--- src/common/iq_pkg.sv ---
package iq_pkg;

    ////////////////////////////////////////
    // widths
    ////////////////////////////////////////

    localparam int XLEN      = 32;
    localparam int TAG_W     = 6;
    localparam int NUM_PREGS = 64;
    // sized for the largest unit count, 4
    localparam int FU_IDX_W  = 2;

    typedef logic [XLEN-1:0]     data_t;
    typedef logic [TAG_W-1:0]    tag_t;
    typedef logic [FU_IDX_W-1:0] fu_idx_t;

    ////////////////////////////////////////
    // alu operations
    ////////////////////////////////////////

    typedef enum logic [3:0] {
        OP_NONE = 4'd0,
        OP_ADD  = 4'd1,
        OP_ADDI = 4'd2,
        OP_LUI  = 4'd3,
        OP_ORI  = 4'd4,
        OP_XOR  = 4'd5,
        OP_SRAI = 4'd6
    } op_e;

    ////////////////////////////////////////
    // payloads
    ////////////////////////////////////////

    // from rename, values already read from the register file
    typedef struct packed {
        data_t      pc;
        logic [6:0] opcode;
        logic [2:0] funct3;
        tag_t       rs1_tag;
        data_t      rs1_val;
        tag_t       rs2_tag;
        data_t      rs2_val;
        data_t      imm;
        tag_t       rd_tag;
    } dispatch_t;

    // one result bus per functional unit
    typedef struct packed {
        logic  valid;
        tag_t  tag;
        data_t value;
    } wakeup_t;

    typedef struct packed {
        logic    valid;
        op_e     op;
        data_t   pc;
        tag_t    rd;
        tag_t    src1_tag;
        logic    src1_ready;
        data_t   src1_val;
        tag_t    src2_tag;
        logic    src2_ready;
        data_t   src2_val;
        data_t   imm;
        fu_idx_t fu;
    } iq_entry_t;

    typedef struct packed {
        logic  valid;
        op_e   op;
        data_t pc;
        tag_t  rd;
        data_t src1_val;
        data_t src2_val;
        data_t imm;
    } issue_t;

endpackage

--- src/rtl/iq_ctrl.sv ---
module iq_ctrl #(
    parameter int NUM_ENTRIES = 16,
    parameter int NUM_FU      = 3
) (
    input  logic                   clk,
    input  logic                   rstn,
    input  logic                   dispatch_valid,
    input  iq_pkg::op_e            op,
    input  logic [NUM_ENTRIES-1:0] entry_valid,
    output logic [NUM_ENTRIES-1:0] alloc,
    output iq_pkg::fu_idx_t        alloc_fu,
    output logic                   stall
);

    localparam iq_pkg::fu_idx_t LAST_FU = iq_pkg::fu_idx_t'(NUM_FU - 1);

    logic [NUM_ENTRIES-1:0] free_first;
    logic                   do_alloc;
    iq_pkg::fu_idx_t        rr_q;

    ////////////////////////////////////////
    // allocation
    ////////////////////////////////////////

    // lowest clear bit of the valid vector, one-hot
    assign free_first = ~entry_valid & (entry_valid + 1'b1);

    // queue full
    assign stall = &entry_valid;

    // illegal ops never take a slot
    assign do_alloc = dispatch_valid && (op != iq_pkg::OP_NONE) && !stall;

    assign alloc    = do_alloc ? free_first : '0;
    assign alloc_fu = rr_q;

    ////////////////////////////////////////
    // round-robin fu binding
    ////////////////////////////////////////

    always_ff @(posedge clk or negedge rstn) begin
        if (!rstn) begin
            rr_q <= '0;
        end else if (do_alloc) begin
            if (rr_q == LAST_FU) begin
                rr_q <= '0;
            end else begin
                rr_q <= rr_q + 1'b1;
            end
        end
    end

endmodule

--- config.mk ---
export PLATFORM = sky130hd
export DESIGN_NAME = iq_ctrl
export DESIGN_NICKNAME = d
export VERILOG_FILES = /design/src/common/iq_pkg.sv /design/src/rtl/iq_ctrl.sv
export SDC_FILE = /design/constraint.sdc
export NUM_CORES = 1
export LEC_CHECK = 0
export BUFFER_PORTS_ARGS = -buffer_cell sky130_fd_sc_hd__buf_2
export CORE_AREA = 2 2 39 41
export CTS_BUF_LIST = sky130_fd_sc_hd__clkbuf_8 sky130_fd_sc_hd__clkbuf_16
export CTS_CLUSTER_DIAMETER = 80
export DETAILED_ROUTE_END_ITERATION = 10
export DIE_AREA = 0 0 41 43
export GPL_TIMING_DRIVEN = 0
export PLACE_DENSITY = 0.7
export SKIP_LAST_GASP = 1
export SLEW_MARGIN = 10
export SYNTH_ARGS = -nofsm -noshare
export SYNTH_HDL_FRONTEND = slang
export SYNTH_SLANG_ARGS = --single-unit
--- constraint.sdc ---
create_clock -name clk -period 1.48 [get_ports clk]
set_input_delay 0.074 -clock clk [delete_from_list [all_inputs] [get_ports clk]]
set_output_delay 0.074 -clock clk [all_outputs]
set_load 0.01 [all_outputs]
* Word level (Yosys, flattened, before mapping)
Cells that the tools add are included.
** Operators by class
- $add $sub $neg :: 2
- Equal/unequal tests :: 1
- Muxes and demuxes :: 2
- Bitwise gates (word level) :: 2
- Reduce and logical (&&, ||, !) cells :: 5
** Operators with widths (count)
- 16-bit by 1-bit adder with 16-bit output, second input constant :: 1
- 16-bit AND :: 1
- 16-bit two-way mux :: 1
- 16-bit inverter :: 1
- 16-bit AND reduction :: 1
- 4-bit nonzero test :: 1
- 2-bit by 1-bit adder with 2-bit output, second input constant :: 1
- 2-bit equality test, second input constant :: 1
- 1-bit logical AND :: 2
- 2-bit two-way mux :: 1
- 1-bit logical NOT :: 1
** Storage, ports and cells
- Register bits :: 2
- Input bits :: 23
- Output and inout bits :: 19
- Logic and storage cells :: 13

* Logic depth before layout (Yosys ltp)
- Depth after elaboration :: 4
- Mapped depth :: 4
- Mapped depth without buffers :: 4

* Worst setup path before layout
Ideal clock, no wire load.
- Path kind :: input to register
- From :: input port entry_valid[10]
- To :: register rr_q[0], in the netlist alloc_fu[0]
- Arrival :: 0.977 ns
- Required time :: 1.352 ns
- Path slack :: 0.376 ns
- Stages :: 4
- Path buffers :: 0
- Cell sequence :: nand4_2 nor4_4 nor2_2 mux2_1
** On the way
- Word-level cells in the longest chain between the ends :: 3
** Ends and longest elaborated chain
- from (decl) :: line iq_ctrl.sv:9 : input logic [NUM_ENTRIES-1:0] entry_valid,
- 16-bit AND reduction :: line iq_ctrl.sv:29 : assign stall = &entry_valid;
- named net stall :: line iq_ctrl.sv:12 : output logic stall
- 1-bit logical NOT :: line iq_ctrl.sv:32 : assign do_alloc = dispatch_valid && (op != iq_pkg::OP_NONE) && !stall;
- 1-bit logical AND :: line iq_ctrl.sv:32
- to (signal assigned) :: line iq_ctrl.sv:48 : rr_q <= rr_q + 1'b1;
- to (decl) :: line iq_ctrl.sv:19 : iq_pkg::fu_idx_t rr_q;
The timed path passes the listed nets, and every way through them passes these cells.
A chain may end at the register's enable or synchronous reset.

* Final worst setup path
- From :: input port op[1]
- To :: output port alloc[15]
** On the way
- Word-level cells in the longest chain between the ends :: 4
** Ends and longest elaborated chain
- from (decl) :: line iq_ctrl.sv:8 : input iq_pkg::op_e op,
- 4-bit nonzero test :: line iq_ctrl.sv:32
- 1-bit logical AND (2 in a row) :: line iq_ctrl.sv:32
- 16-bit two-way mux :: line iq_ctrl.sv:34 : assign alloc = do_alloc ? free_first : '0;
- to (decl) :: line iq_ctrl.sv:10 : output logic [NUM_ENTRIES-1:0] alloc,
Every way passes these cells.

==> summary.md <==
| Metric | Value |
|---|---|
| Status | `completed` |
| Vias in the first global route | `roughly 450` |
| Clock sink count | `2` |
| Fill count | `between 100 and 150` |
| Crit Path Class | `in2out` |
| PwrDens | `746 mW/mm²` |
| Row Count | `14` |
| Fin. max-slew vios | `0` |
| Peak supply drop | `roughly 300 µV` |
| Crit end category | `primary output` |
| Initial antenna violation count | `0` |
| Antenna cell count | `0` |
| Placed Area | `between 500 and 600 µm²` |
| Post-Route WL | `1.14 mm` |
| Slew margin rel. | `76.0%` |
| Root Buffer Master | `clkbuf_8` |
| CTS buffer count | `3` |
| Syn Std Cell Area | `between 300 and 400 µm²` |
| Clock Latency Late Sink | `~0.21 ns` |
| Core area | `0.00138 mm²` |
| Final instance area | `approximately 630 µm²` |
| Synthesized Nets | `between 70 and 80` |
| Max Root-Sink Buffers | `2` |
| Req. time, crit path | `roughly 1.4 ns` |
| Largest register FFs | `2` |
| DIE AREA | `between 0.0015 and 0.002 mm²` |
| Starting Density | `roughly 25%` |
| Worst-path fanout max | `5` |
| Worst hold-check slack | `about 0.18 ns` |
| Worst min path class | `in2async` |
| Grt ovf | `0` |
| Leak | `~0.00035 µW` |
| Unique masters post-synth | `22` |
| P&R area growth vs syn | `83.6%` |
| Pin count of the biggest net entering global routing | `6` |
| PortBufs | `41` |
| Final min period | `1.29 ns` |
| Die width | `41 µm` |
| Drt via density | `just under 5` |
| Initial DRC count | `4` |
| Top post-synthesis cells by area | `dfrtp_1 15%, nor2_1 8.7%, mux2_1 6.5%` |
| Synthesized instance count | `48` |
| Fmax | `777 MHz` |
| Final setup fails | `0` |
| First-pass GRT wire length | `roughly 1.6 mm` |
| Remaining DRCs | `0` |
| Setup TNS | `0 ns` |
| Die Ht | `approximately 43 µm` |
| Ys Warns | `0` |
| Avg Inst Size Synth | `7.17 µm²` |
| Share of cells above drive strength 1 | `around 54%` |
| Synth Register Bits | `2` |
| Post-DR wirelength/cell | `roughly 10 µm` |
| Worst Path Arrival | `roughly 1.2 ns` |
| Critical path launch point type | `input port` |
| Clock slew seen by the registers of the worst setup and hold paths | `about 0.030 ns` |
| Max-cap check violation count | `0` |
| Post-synth top area share | `14.5%` |
| Final HPWL DP | `908 µm` |
| Worst Skew | `roughly 0.0011 ns` |
| Detail Route Antenna Nets | `0` |
| Final period utilization | `~87%` |
| Seq/Total Area, Yosys | `~15%` |
| Worst-Margin Slew | `0.359 ns` |
| Gr usage total | `around an eighth` |
| Pre-antenna DRT Iters | `4` |
| I/O pins | `42` |
| Final Hold Viols | `0` |
| CTS tree | `built` |
| Area leader, netlist | `dfrtp_1` |
| Vias post-DR | `~530` |
| Final RePlAce weighted congestion | `between 0.6 and 0.7` |
| H-tree levels | `1` |
| Overall power | `between 400 and 500 µW` |
| # nets final | `118` |
| RSZ-0062 raised after global routing | `false` |
metrics by stage:
| stage | instances | util (%) | worst slack [ns] |
|---|---|---|---|
| 2_1_floorplan | 48 | - | 0.376 |
| 3_3_place_gp | 105 | 41.1 | 0.144 |
| 3_5_place_dp | 105 | 41.1 | 0.0900 |
| 4_1_cts | 109 | 44.8 | 0.0709 |
| 5_1_grt | 109 | 45.7 | 0.0410 |
| 6_report | 109 | 45.7 | 0.193 |
cells by family (layout without fill, tap and decap cells):
group	count (synthesis)	in the layout	share of synthesized area, %
flip-flops	2	2	14.5
AO/OA/AOI/OAI	3	3	9.82
AND/OR/NAND/NOR	39	39	66.9
multiplexers	2	2	6.54
buffers and inverters	2	47	2.18
cells in the final DEF (no fill, tap or decap), drive strengths merged, types with 2 or more instances in the layout:
master,netlist,final
nand2,6,6
nor3b,3,3
inv,2,2
nand4,4,4
nand3,3,3
buf,0,41
nor3,4,4
mux2,2,2
dfrtp,2,2
clkbuf,0,3
nor2,9,9
nor4,4,4
worst max-delay path, stage by stage:
cell,delay [ns]
buf_2,0.12
o41ai_4,0.44
nor2_1,0.14
nand3b_1,0.22
nor4_1,0.08
buf_2,0.15
final cells by class:
| cell class | count | area (µm²) | area share, % |
|---|---|---|---|
| multi-input combinational | 44 | 298 | 47.1 |
| sequential | 2 | 50.0 | 7.92 |
| inverter | 2 | 7.51 | 1.19 |
| tap | 16 | 20.0 | 3.17 |
| clock buffer | 3 | 41.3 | 6.53 |
| timing repair buffer | 42 | 215 | 34.1 |
power by group:
group	leakage, µW	switching (µW)	internal (µW)	total [µW]
Sequential	0.0000248	19.9	81.1	101
Combinational	0.000300	81.9	80.3	162
Clock	0.0000216	36.5	171	208
Total	0.000346	138	333	471
routing by layer:
layer	global-route usage, %	share of wire [%]	wire length, µm	vias to the layer above
li1	-	-	-	273
met1	15.0	39	448	224
met2	21.3	49	561	28
met3	3.14	11	126	0
met4	6.00	0	0	0
met5	0	0	0	-
repair_timing:
action | in CTS | in global routing
endpoints found under the setup margin | 0 | 5
hold buffers | 1 | 0
buffers inserted | 0 | 0
resized for setup | 0 | 1
endpoints found under the hold margin | 2 | 0
cell usage after synthesis:
master	number
dfrtp_1	2
o211ai_2	1
o21ai_1	1
and3_1	1
nand4_2	1
nand2_1	6
nor4_4	1
or2_2	1
nor2_2	1
o41ai_2	1
nand4_1	3
nand3_1	3
nor4_1	3
nand3b_1	1
mux2_1	2
nor3_1	4
nor2b_1	1
nor2_1	8
or2b_1	1
nor4b_1	1
inv_1	2
nor3b_1	3
worst paths after layout:
kind,start,cells after the start,to,slack [ns]
max in group asynchronous,rstn,2,alloc_fu[1],1.20
setup / recovery,op[1],6,alloc[15],0.19
hold / removal,rstn,2,alloc_fu[0],0.18
hold reg to reg,alloc_fu[0],1,alloc_fu[0],0.52
setup reg to reg,alloc_fu[0],2,alloc_fu[1],0.55
min in group clk,dispatch_valid,4,alloc_fu[0],0.32
Power figures use the tool's default switching activity.
