`src/common/iq_pkg.sv`:
```
package iq_pkg;

    ////////////////////////////////////////
    // widths
    ////////////////////////////////////////

    localparam int XLEN      = 32;
    localparam int TAG_W     = 6;
    localparam int NUM_PREGS = 64;
    // sized for the largest unit count, 4
    localparam int FU_IDX_W  = 2;

    typedef logic [XLEN-1:0]     data_t;
    typedef logic [TAG_W-1:0]    tag_t;
    typedef logic [FU_IDX_W-1:0] fu_idx_t;

    ////////////////////////////////////////
    // alu operations
    ////////////////////////////////////////

    typedef enum logic [3:0] {
        OP_NONE = 4'd0,
        OP_ADD  = 4'd1,
        OP_ADDI = 4'd2,
        OP_LUI  = 4'd3,
        OP_ORI  = 4'd4,
        OP_XOR  = 4'd5,
        OP_SRAI = 4'd6
    } op_e;

    ////////////////////////////////////////
    // payloads
    ////////////////////////////////////////

    // from rename, values already read from the register file
    typedef struct packed {
        data_t      pc;
        logic [6:0] opcode;
        logic [2:0] funct3;
        tag_t       rs1_tag;
        data_t      rs1_val;
        tag_t       rs2_tag;
        data_t      rs2_val;
        data_t      imm;
        tag_t       rd_tag;
    } dispatch_t;

    // one result bus per functional unit
    typedef struct packed {
        logic  valid;
        tag_t  tag;
        data_t value;
    } wakeup_t;

    typedef struct packed {
        logic    valid;
        op_e     op;
        data_t   pc;
        tag_t    rd;
        tag_t    src1_tag;
        logic    src1_ready;
        data_t   src1_val;
        tag_t    src2_tag;
        logic    src2_ready;
        data_t   src2_val;
        data_t   imm;
        fu_idx_t fu;
    } iq_entry_t;

    typedef struct packed {
        logic  valid;
        op_e   op;
        data_t pc;
        tag_t  rd;
        data_t src1_val;
        data_t src2_val;
        data_t imm;
    } issue_t;

endpackage

```
`src/rtl/op_decode.sv`:
```
module op_decode (
    input  logic [6:0]  opcode,
    input  logic [2:0]  funct3,
    output iq_pkg::op_e op
);

    // major opcodes the alu pipes accept
    localparam logic [6:0] OPC_OP     = 7'b0110011;
    localparam logic [6:0] OPC_OP_IMM = 7'b0010011;
    localparam logic [6:0] OPC_LUI    = 7'b0110111;

    always_comb begin
        op = iq_pkg::OP_NONE;
        case (opcode)
            OPC_OP: begin
                // only add of the r-type group
                if (funct3 == 3'b000) begin
                    op = iq_pkg::OP_ADD;
                end
            end
            OPC_OP_IMM: begin
                case (funct3)
                    3'b000:  op = iq_pkg::OP_ADDI;
                    3'b100:  op = iq_pkg::OP_XOR;
                    3'b101:  op = iq_pkg::OP_SRAI;
                    3'b110:  op = iq_pkg::OP_ORI;
                    default: op = iq_pkg::OP_NONE;
                endcase
            end
            OPC_LUI: begin
                op = iq_pkg::OP_LUI;
            end
            // loads, stores and anything else are not queued
            default: begin
                op = iq_pkg::OP_NONE;
            end
        endcase
    end

endmodule

```
`config.mk`:
```
export PLATFORM = sky130hd
export DESIGN_NAME = op_decode
export DESIGN_NICKNAME = d
export VERILOG_FILES = /design/src/common/iq_pkg.sv /design/src/rtl/op_decode.sv
export SDC_FILE = /design/constraint.sdc
export NUM_CORES = 1
export LEC_CHECK = 0
export BUFFER_PORTS_ARGS = -buffer_cell sky130_fd_sc_hd__buf_4
export CORE_AREA = 2 2 39 41
export DETAILED_ROUTE_END_ITERATION = 8
export DIE_AREA = 0 0 41 43
export PLACE_DENSITY_LB_ADDON = 0.25
export SLEW_MARGIN = 25
export SYNTH_ARGS = -nofsm -noshare
export SYNTH_HDL_FRONTEND = slang
export SYNTH_SLANG_ARGS = --single-unit
```
`constraint.sdc`:
```
create_clock -name vclk -period 0.8
set_input_delay 0.12 -clock vclk [all_inputs]
set_output_delay 0.12 -clock vclk [all_outputs]
set_load 0.02 [all_outputs]
```
# After elaboration in Yosys (flattened, before gate mapping)
# Cells that the tools add are included.
# totals
reg_bits	0
in_bits	10
word_cells	10
output_inout_bits	4
# classes
reduce_logical	1
mux	3
n_eq_ne	6
# ops
cell	n
$eq 7x6->1 const B	2
$pmux 3 s4	1
$pmux 4 s3	1
$eq 3x3->1 const B	3
$eq 7x5->1 const B	1
$logic_not 3->1	1
$mux 1	1

# Longest topological paths before layout
# Gate-level depths: netlist (run 1).
# depth
depth_word	3
ltp_mapped	3
depth_no_buf	3

# Least setup slack after synthesis (run 1)
# OpenSTA, ideal clock, no wires.
# synth_path
kind	input to output
startpoint	in opcode[6]
endpoint	out op[0]
slack_ns	-0.124
cell_stages	3
arrival_ns	0.804
t_required_ns	0.680
path_buffers	0
cell_sequence	and4bb_2 -> nand2_1 -> a21oi_1
# synth_between
elab_chain_cells	2
word_cells_on_any_way	4
cone_classes	eq/ne: 3; mux: 1
# synth_rtl
element	line_no	source
start, declared	op_decode.sv:2	input logic [6:0] opcode,
$eq 7x6->1 or $eq 7x5->1 (tied branches)	op_decode.sv:14	case (opcode)
$pmux 4 s3 *	op_decode.sv:14	
end, declared	op_decode.sv:4	output iq_pkg::op_e op
# Every way passes the cells marked *; elsewhere a longest branch is shown, timed or not.

# Worst setup path in the final report (run 1)
# layout_path
startpoint	in opcode[3]
endpoint	out op[0]
# The elaborated chain is that of the path after synthesis.

==> results of run 1 <==
[final cells by class]
type,count,share of cell area [%]
Tap cell,16,7.08
Multi-Input combinational cell,16,49.1
Timing Repair Buffer,14,43.8
[cell usage in the layout, fill, tap and decap left out]
cell | Yosys | final
a21boi_1 | 0 | 1
a21oi_4 | 0 | 1
and2b_2 | 1 | 1
and4bb_2 | 1 | 1
buf_4 | 1 | 9
buf_6 | 0 | 5
conb_1 | 1 | 1
nand2_1 | 4 | 3
nand2_4 | 0 | 1
nor2_1 | 3 | 1
nor2_4 | 0 | 2
nor3_1 | 1 | 1
nor3b_4 | 0 | 1
o21ai_2 | 0 | 1
xnor2_1 | 1 | 1
[timing repair]
action,in CTS,in global routing
resized for setup,6,2
cloned,0,0
setup endpoints to repair,3,3
buffers inserted,0,0
pin swaps,4,2
[logic make-up after synthesis]
family | after synthesis
xor gates and xnor gates | 1
buffers and inverters | 1
and+or+nand+nor | 11
AOI/OAI and AO/OA | 3
other | 1
[metrics by stage]
| step | setup slack, ps | util [%] | area (um2) |
|---|---|---|---|
| floorplan | 1.72 | - | 136 |
| global placement | -214 | 18.4 | 254 |
| detailed placement | -212 | 18.4 | 254 |
| CTS | -193 | 19.7 | 273 |
| global route | -203 | 20.4 | 283 |
| finish | -178 | 20.4 | 283 |
[metal layers]
layer	wire length, um	vias up
met1	181	68
met2	130	14
met4	0	0
met3	84	0
met5	0	-
li1	-	82
[worst max path at each step]
| stage | start | end | slack [ps] |
|---|---|---|---|
| floorplan | opcode[3] | op[0] | 2 |
| global placement | opcode[3] | op[0] | -210 |
| detailed placement | opcode[3] | op[0] | -210 |
| CTS | opcode[6] | op[0] | -190 |
| global route | opcode[3] | op[0] | -200 |
| finish | opcode[3] | op[0] | -180 |
[cells in the mapped netlist, drive strengths merged]
cell    count  share of area [%]
a21boi      1                7.3
a21oi       1                4.9
and2b       1                8.5
and4bb      1                 12
buf         1                7.3
conb        1                3.7
nand2       4                 15
nor2        3                 11
nor3        1                4.9
nor3b       1                 12
o21ai       1                4.9
xnor2       1                8.5
[where the power goes]
part,switching (W),internal [W],leakage (nW)
Combinational,0.0000417,0.0000582,0.119
Clock,0,0,0
Sequential,0,0,0
[critical path, delay by kind of cell]
kind / cells / cell delay, ps
AO/OA/AOI/OAI: 1 / 120
AND/OR/NAND/NOR: 2 / 410
buffers and inverters: 2 / 220
==> impl_metrics.json, run 1 <==
{
  "hold_path_depth": 4,
  "critPathSlowestCell": "and4bb_2",
  "rsz0062_at_grt": "true",
  "drv_slew": 0,
  "syn-mean-instance-area_um2": 6.04,
  "wire_per_inst_um": 8.59,
  "p_leak_nw": 0.119,
  "min_from": "opcode[1]",
  "total_power_w": 0.0000999,
  "antenna_found_initial": 0,
  "dr_total_vias": 164,
  "seqCellArea_um2": 0,
  "area_growth_pct": 176,
  "max_freq_mhz": 1020,
  "grtUsageTotal_pct": 4.30,
  "nets": 42,
  "synth_sequential_area_ratio_pct": 0,
  "synth_top_family_by_area": "simple AND/OR/NAND/NOR gates",
  "fp.dieW_um": 41,
  "use_met1_pct": 6.33,
  "powerDensity_nw_per_um2": 353,
  "arrival_ps": 860,
  "drt_iter0_drc": 4,
  "drc": 0,
  "yosys.area_share.adder_pct": 0,
  "viasPerCell": 3.57,
  "fin_crit_ps": 978,
  "whs_endpoint": "op[1]",
  "rows": 14,
  "period_share_pct": 122,
  "startpoint_type": "primary input",
  "multi_input_area_um2": 139,
  "initial_core_util_pct": 7.41,
  "cp-end-kind": "output port",
  "path_class": "in -> out",
  "syn_nets": 27,
  "irDropWorstVdd_v": 0.000156,
  "synthDistinctLibCells": 12,
  "grt_util_met3_pct": 2.09,
  "nClkBuffers": 0,
  "cap_violations": 0,
  "hold_ws_ps": 606,
  "hold_class": "in -> out",
  "top_usage_layer": "met1",
  "synth_area_um2": 103,
  "crit_top_cell": "buf_6",
  "crit_chain": "buf_6 -> and4bb_2 -> nand2_4 -> a21oi_4 -> buf_6",
  "n_antenna_cell": 0,
  "cpPeakStageDelay_ps": 320,
  "fill_cells": 154,
  "fp.dieH_um": 43,
  "violations": "setup timing",
  "grt_first_pass_wirelength_um": 558,
  "core_area_um2": 1380,
  "ys_warn_count": 0,
  "finalHoldViolations": 0,
  "fin_ws_ps": -178,
  "final_antenna_net_count": 0,
  "grt_pass1_vias": 152,
  "die_area_um2": 1760,
  "dp.cells": 46,
  "nFlopsAndLatches": 0,
  "syn-instance-count": 17,
  "synth_xor_area_share_pct": 8.54,
  "grt_overflow_total": 0,
  "globalRouteMet2Util_pct": 5.94,
  "grt_max_degree": 5,
  "required_ps": 680,
  "synth_compound_area_share_pct": 17.1,
  "synth_mux_area_share_pct": 0,
  "finalSetupTns_ps": -454,
  "numPortBuffers": 13,
  "final_cells": 46,
  "status": "finished, violations left",
  "synth-simple-area-share_pct": 63.4,
  "critPathMaxFanout": 3,
  "setup_viol": 3,
  "drive_gt1_share_pct": 73.3,
  "cts.hold.buffers_added": 0,
  "gp_congestion": 0.630,
  "ioPinCount": 14,
  "drt_first_pass_iters": 3,
  "drt-total-wl_um": 395
}
No activity file was read; power rests on OpenSTA's default activity.
==> run 2, diff against run 1 <==
==> constraint.sdc (replaced) <==
create_clock -name vclk -period 0.8
set_input_delay 0.04 -clock vclk [all_inputs]
set_output_delay 0.04 -clock vclk [all_outputs]
set_load 0.02 [all_outputs]
==> run 2 against run 1 <==
  * The run now ends clean
  * Critical path depth unchanged
  * Sequential share of layout area unchanged
  * First-iteration DRC count decreased by 100%
  * Sequential cell count unchanged
  * Wire length decreased by 14%
  * Utilization decreased by 2.5 points
  * Largest power group unchanged
==> impl_metrics.json, run 2 (synthesized netlist as in run 1, its figures left out) <==
{
  "ioPinCount": 14,
  "top_usage_layer": "met2",
  "hold_ws_ps": 430,
  "nFlopsAndLatches": 0,
  "required_ps": 760,
  "numPortBuffers": 13,
  "n_antenna_cell": 0,
  "nets": 41,
  "startpoint_type": "primary input",
  "grt_pass1_vias": 139,
  "period_share_pct": 95.0,
  "final_cell_mix": "buf_4, nand2_1, nor2_1, buf_6",
  "dr_total_vias": 151,
  "cpPeakStageDelay_ps": 280,
  "grtUsageTotal_pct": 4.10,
  "drc": 0,
  "critPathMaxFanout": 3,
  "final_antenna_net_count": 0,
  "drt_first_pass_iters": 1,
  "cp-end-kind": "output port",
  "grt_overflow_total": 0,
  "final_cells": 45,
  "use_met1_pct": 5.70,
  "rows": 14,
  "fp.dieH_um": 43,
  "seqCellArea_um2": 0,
  "dp.cells": 45,
  "hold_path_depth": 5,
  "irDropWorstVdd_v": 0.0000795,
  "fp.dieW_um": 41,
  "gp_congestion": 0.602,
  "drt_iter0_drc": 0,
  "rsz0062_at_grt": "true",
  "area_growth_pct": 141,
  "cts.hold.buffers_added": 0,
  "globalRouteMet2Util_pct": 6.88,
  "drt-total-wl_um": 341,
  "fin_ws_ps": 39.7,
  "finalSetupTns_ps": 0,
  "grt_util_met3_pct": 0.524,
  "drv_slew": 0,
  "final_common_cell": "buf_4",
  "grt_max_degree": 5,
  "finalHoldViolations": 0,
  "setup_viol": 0,
  "initial_core_util_pct": 7.41,
  "fin_util_pct": 17.9,
  "die_area_um2": 1760,
  "drive_gt1_share_pct": 65.5,
  "wire_per_inst_um": 7.58,
  "arrival_ps": 720,
  "p_leak_nw": 0.107,
  "nClkBuffers": 0,
  "powerDensity_nw_per_um2": 368,
  "status": "finished, final reports clean",
  "viasPerCell": 3.36,
  "crit_chain": "buf_6 -> and4bb_2 -> nand2_2 -> nor2_1 -> buf_4",
  "grt_first_pass_wirelength_um": 545,
  "min_from": "opcode[2]",
  "post-place-ws_ps": -33.8,
  "fin_crit_ps": 760,
  "hold_class": "in -> out",
  "cap_violations": 0,
  "max_freq_mhz": 1320,
  "path_class": "in -> out",
  "antenna_found_initial": 0,
  "critPathSlowestCell": "and4bb_2",
  "whs_endpoint": "op[2]",
  "core_area_um2": 1380
}
## run 2: cell count changes in the layout (fill, tap and decap cells not counted)
cell	previous run	this run
buf_8	0	1
nor2_4	2	0
a21boi_1	1	0
nor2_1	1	3
a21oi_4	1	0
a21oi_2	0	1
a21boi_0	0	1
nand2_2	0	1
nand2_4	1	0
buf_6	5	3
## run 2: report_power, final
part | switching, W | total (W) | internal [W]
registers | 0 | 0 | 0
clock network | 0 | 0 | 0
logic | 0.0000329 | 0.0000911 | 0.0000582
## run 2: how the worst max path moves through the flow
| stage | start | end | slack [ps] | cells past startpoint |
|---|---|---|---|---|
| 6_report | opcode[3] | op[1] | 40 | 5 |
| 5_1_grt | opcode[2] | op[0] | -30 | 5 |
| 4_1_cts | opcode[6] | op[1] | 7 | 5 |
| 3_5_place_dp | opcode[6] | op[0] | -30 | 5 |
| 3_3_place_gp | opcode[6] | op[0] | -30 | 5 |
| 2_1_floorplan | opcode[6] | op[0] | 40 | 3 |
## run 2: repair_timing
item	in CTS	in global routing
buffers inserted	0	0
setup endpoints to repair	3	3
hold endpoints to repair	0	0
gates cloned	0	0
pin swaps	4	5
resized for setup	2	7
## run 2: per-layer routing
layer	wire [um]	vias to the layer above
met3	53	0
met5	0	-
met1	126	62
met2	161	9
li1	-	80
met4	0	0
## run 2: per-stage QoR
stage	area (um2)	power [W]
floorplan	103	0.0000308
global placement	213	0.0000757
detailed placement	213	0.0000758
CTS	219	0.0000779
global route	248	0.000101
finish	248	0.0000911
## run 2: layout make-up
type,instances,area [um2]
Multi-Input combinational cell,16,111
Tap cell,16,20.0
Fill cell,162,1140
Timing Repair Buffer,13,116
## run 2: worst max-delay path, delay by kind of cell
kind | cells | cell delay (ps)
buf+inv | 2 | 230
simple gates | 3 | 450
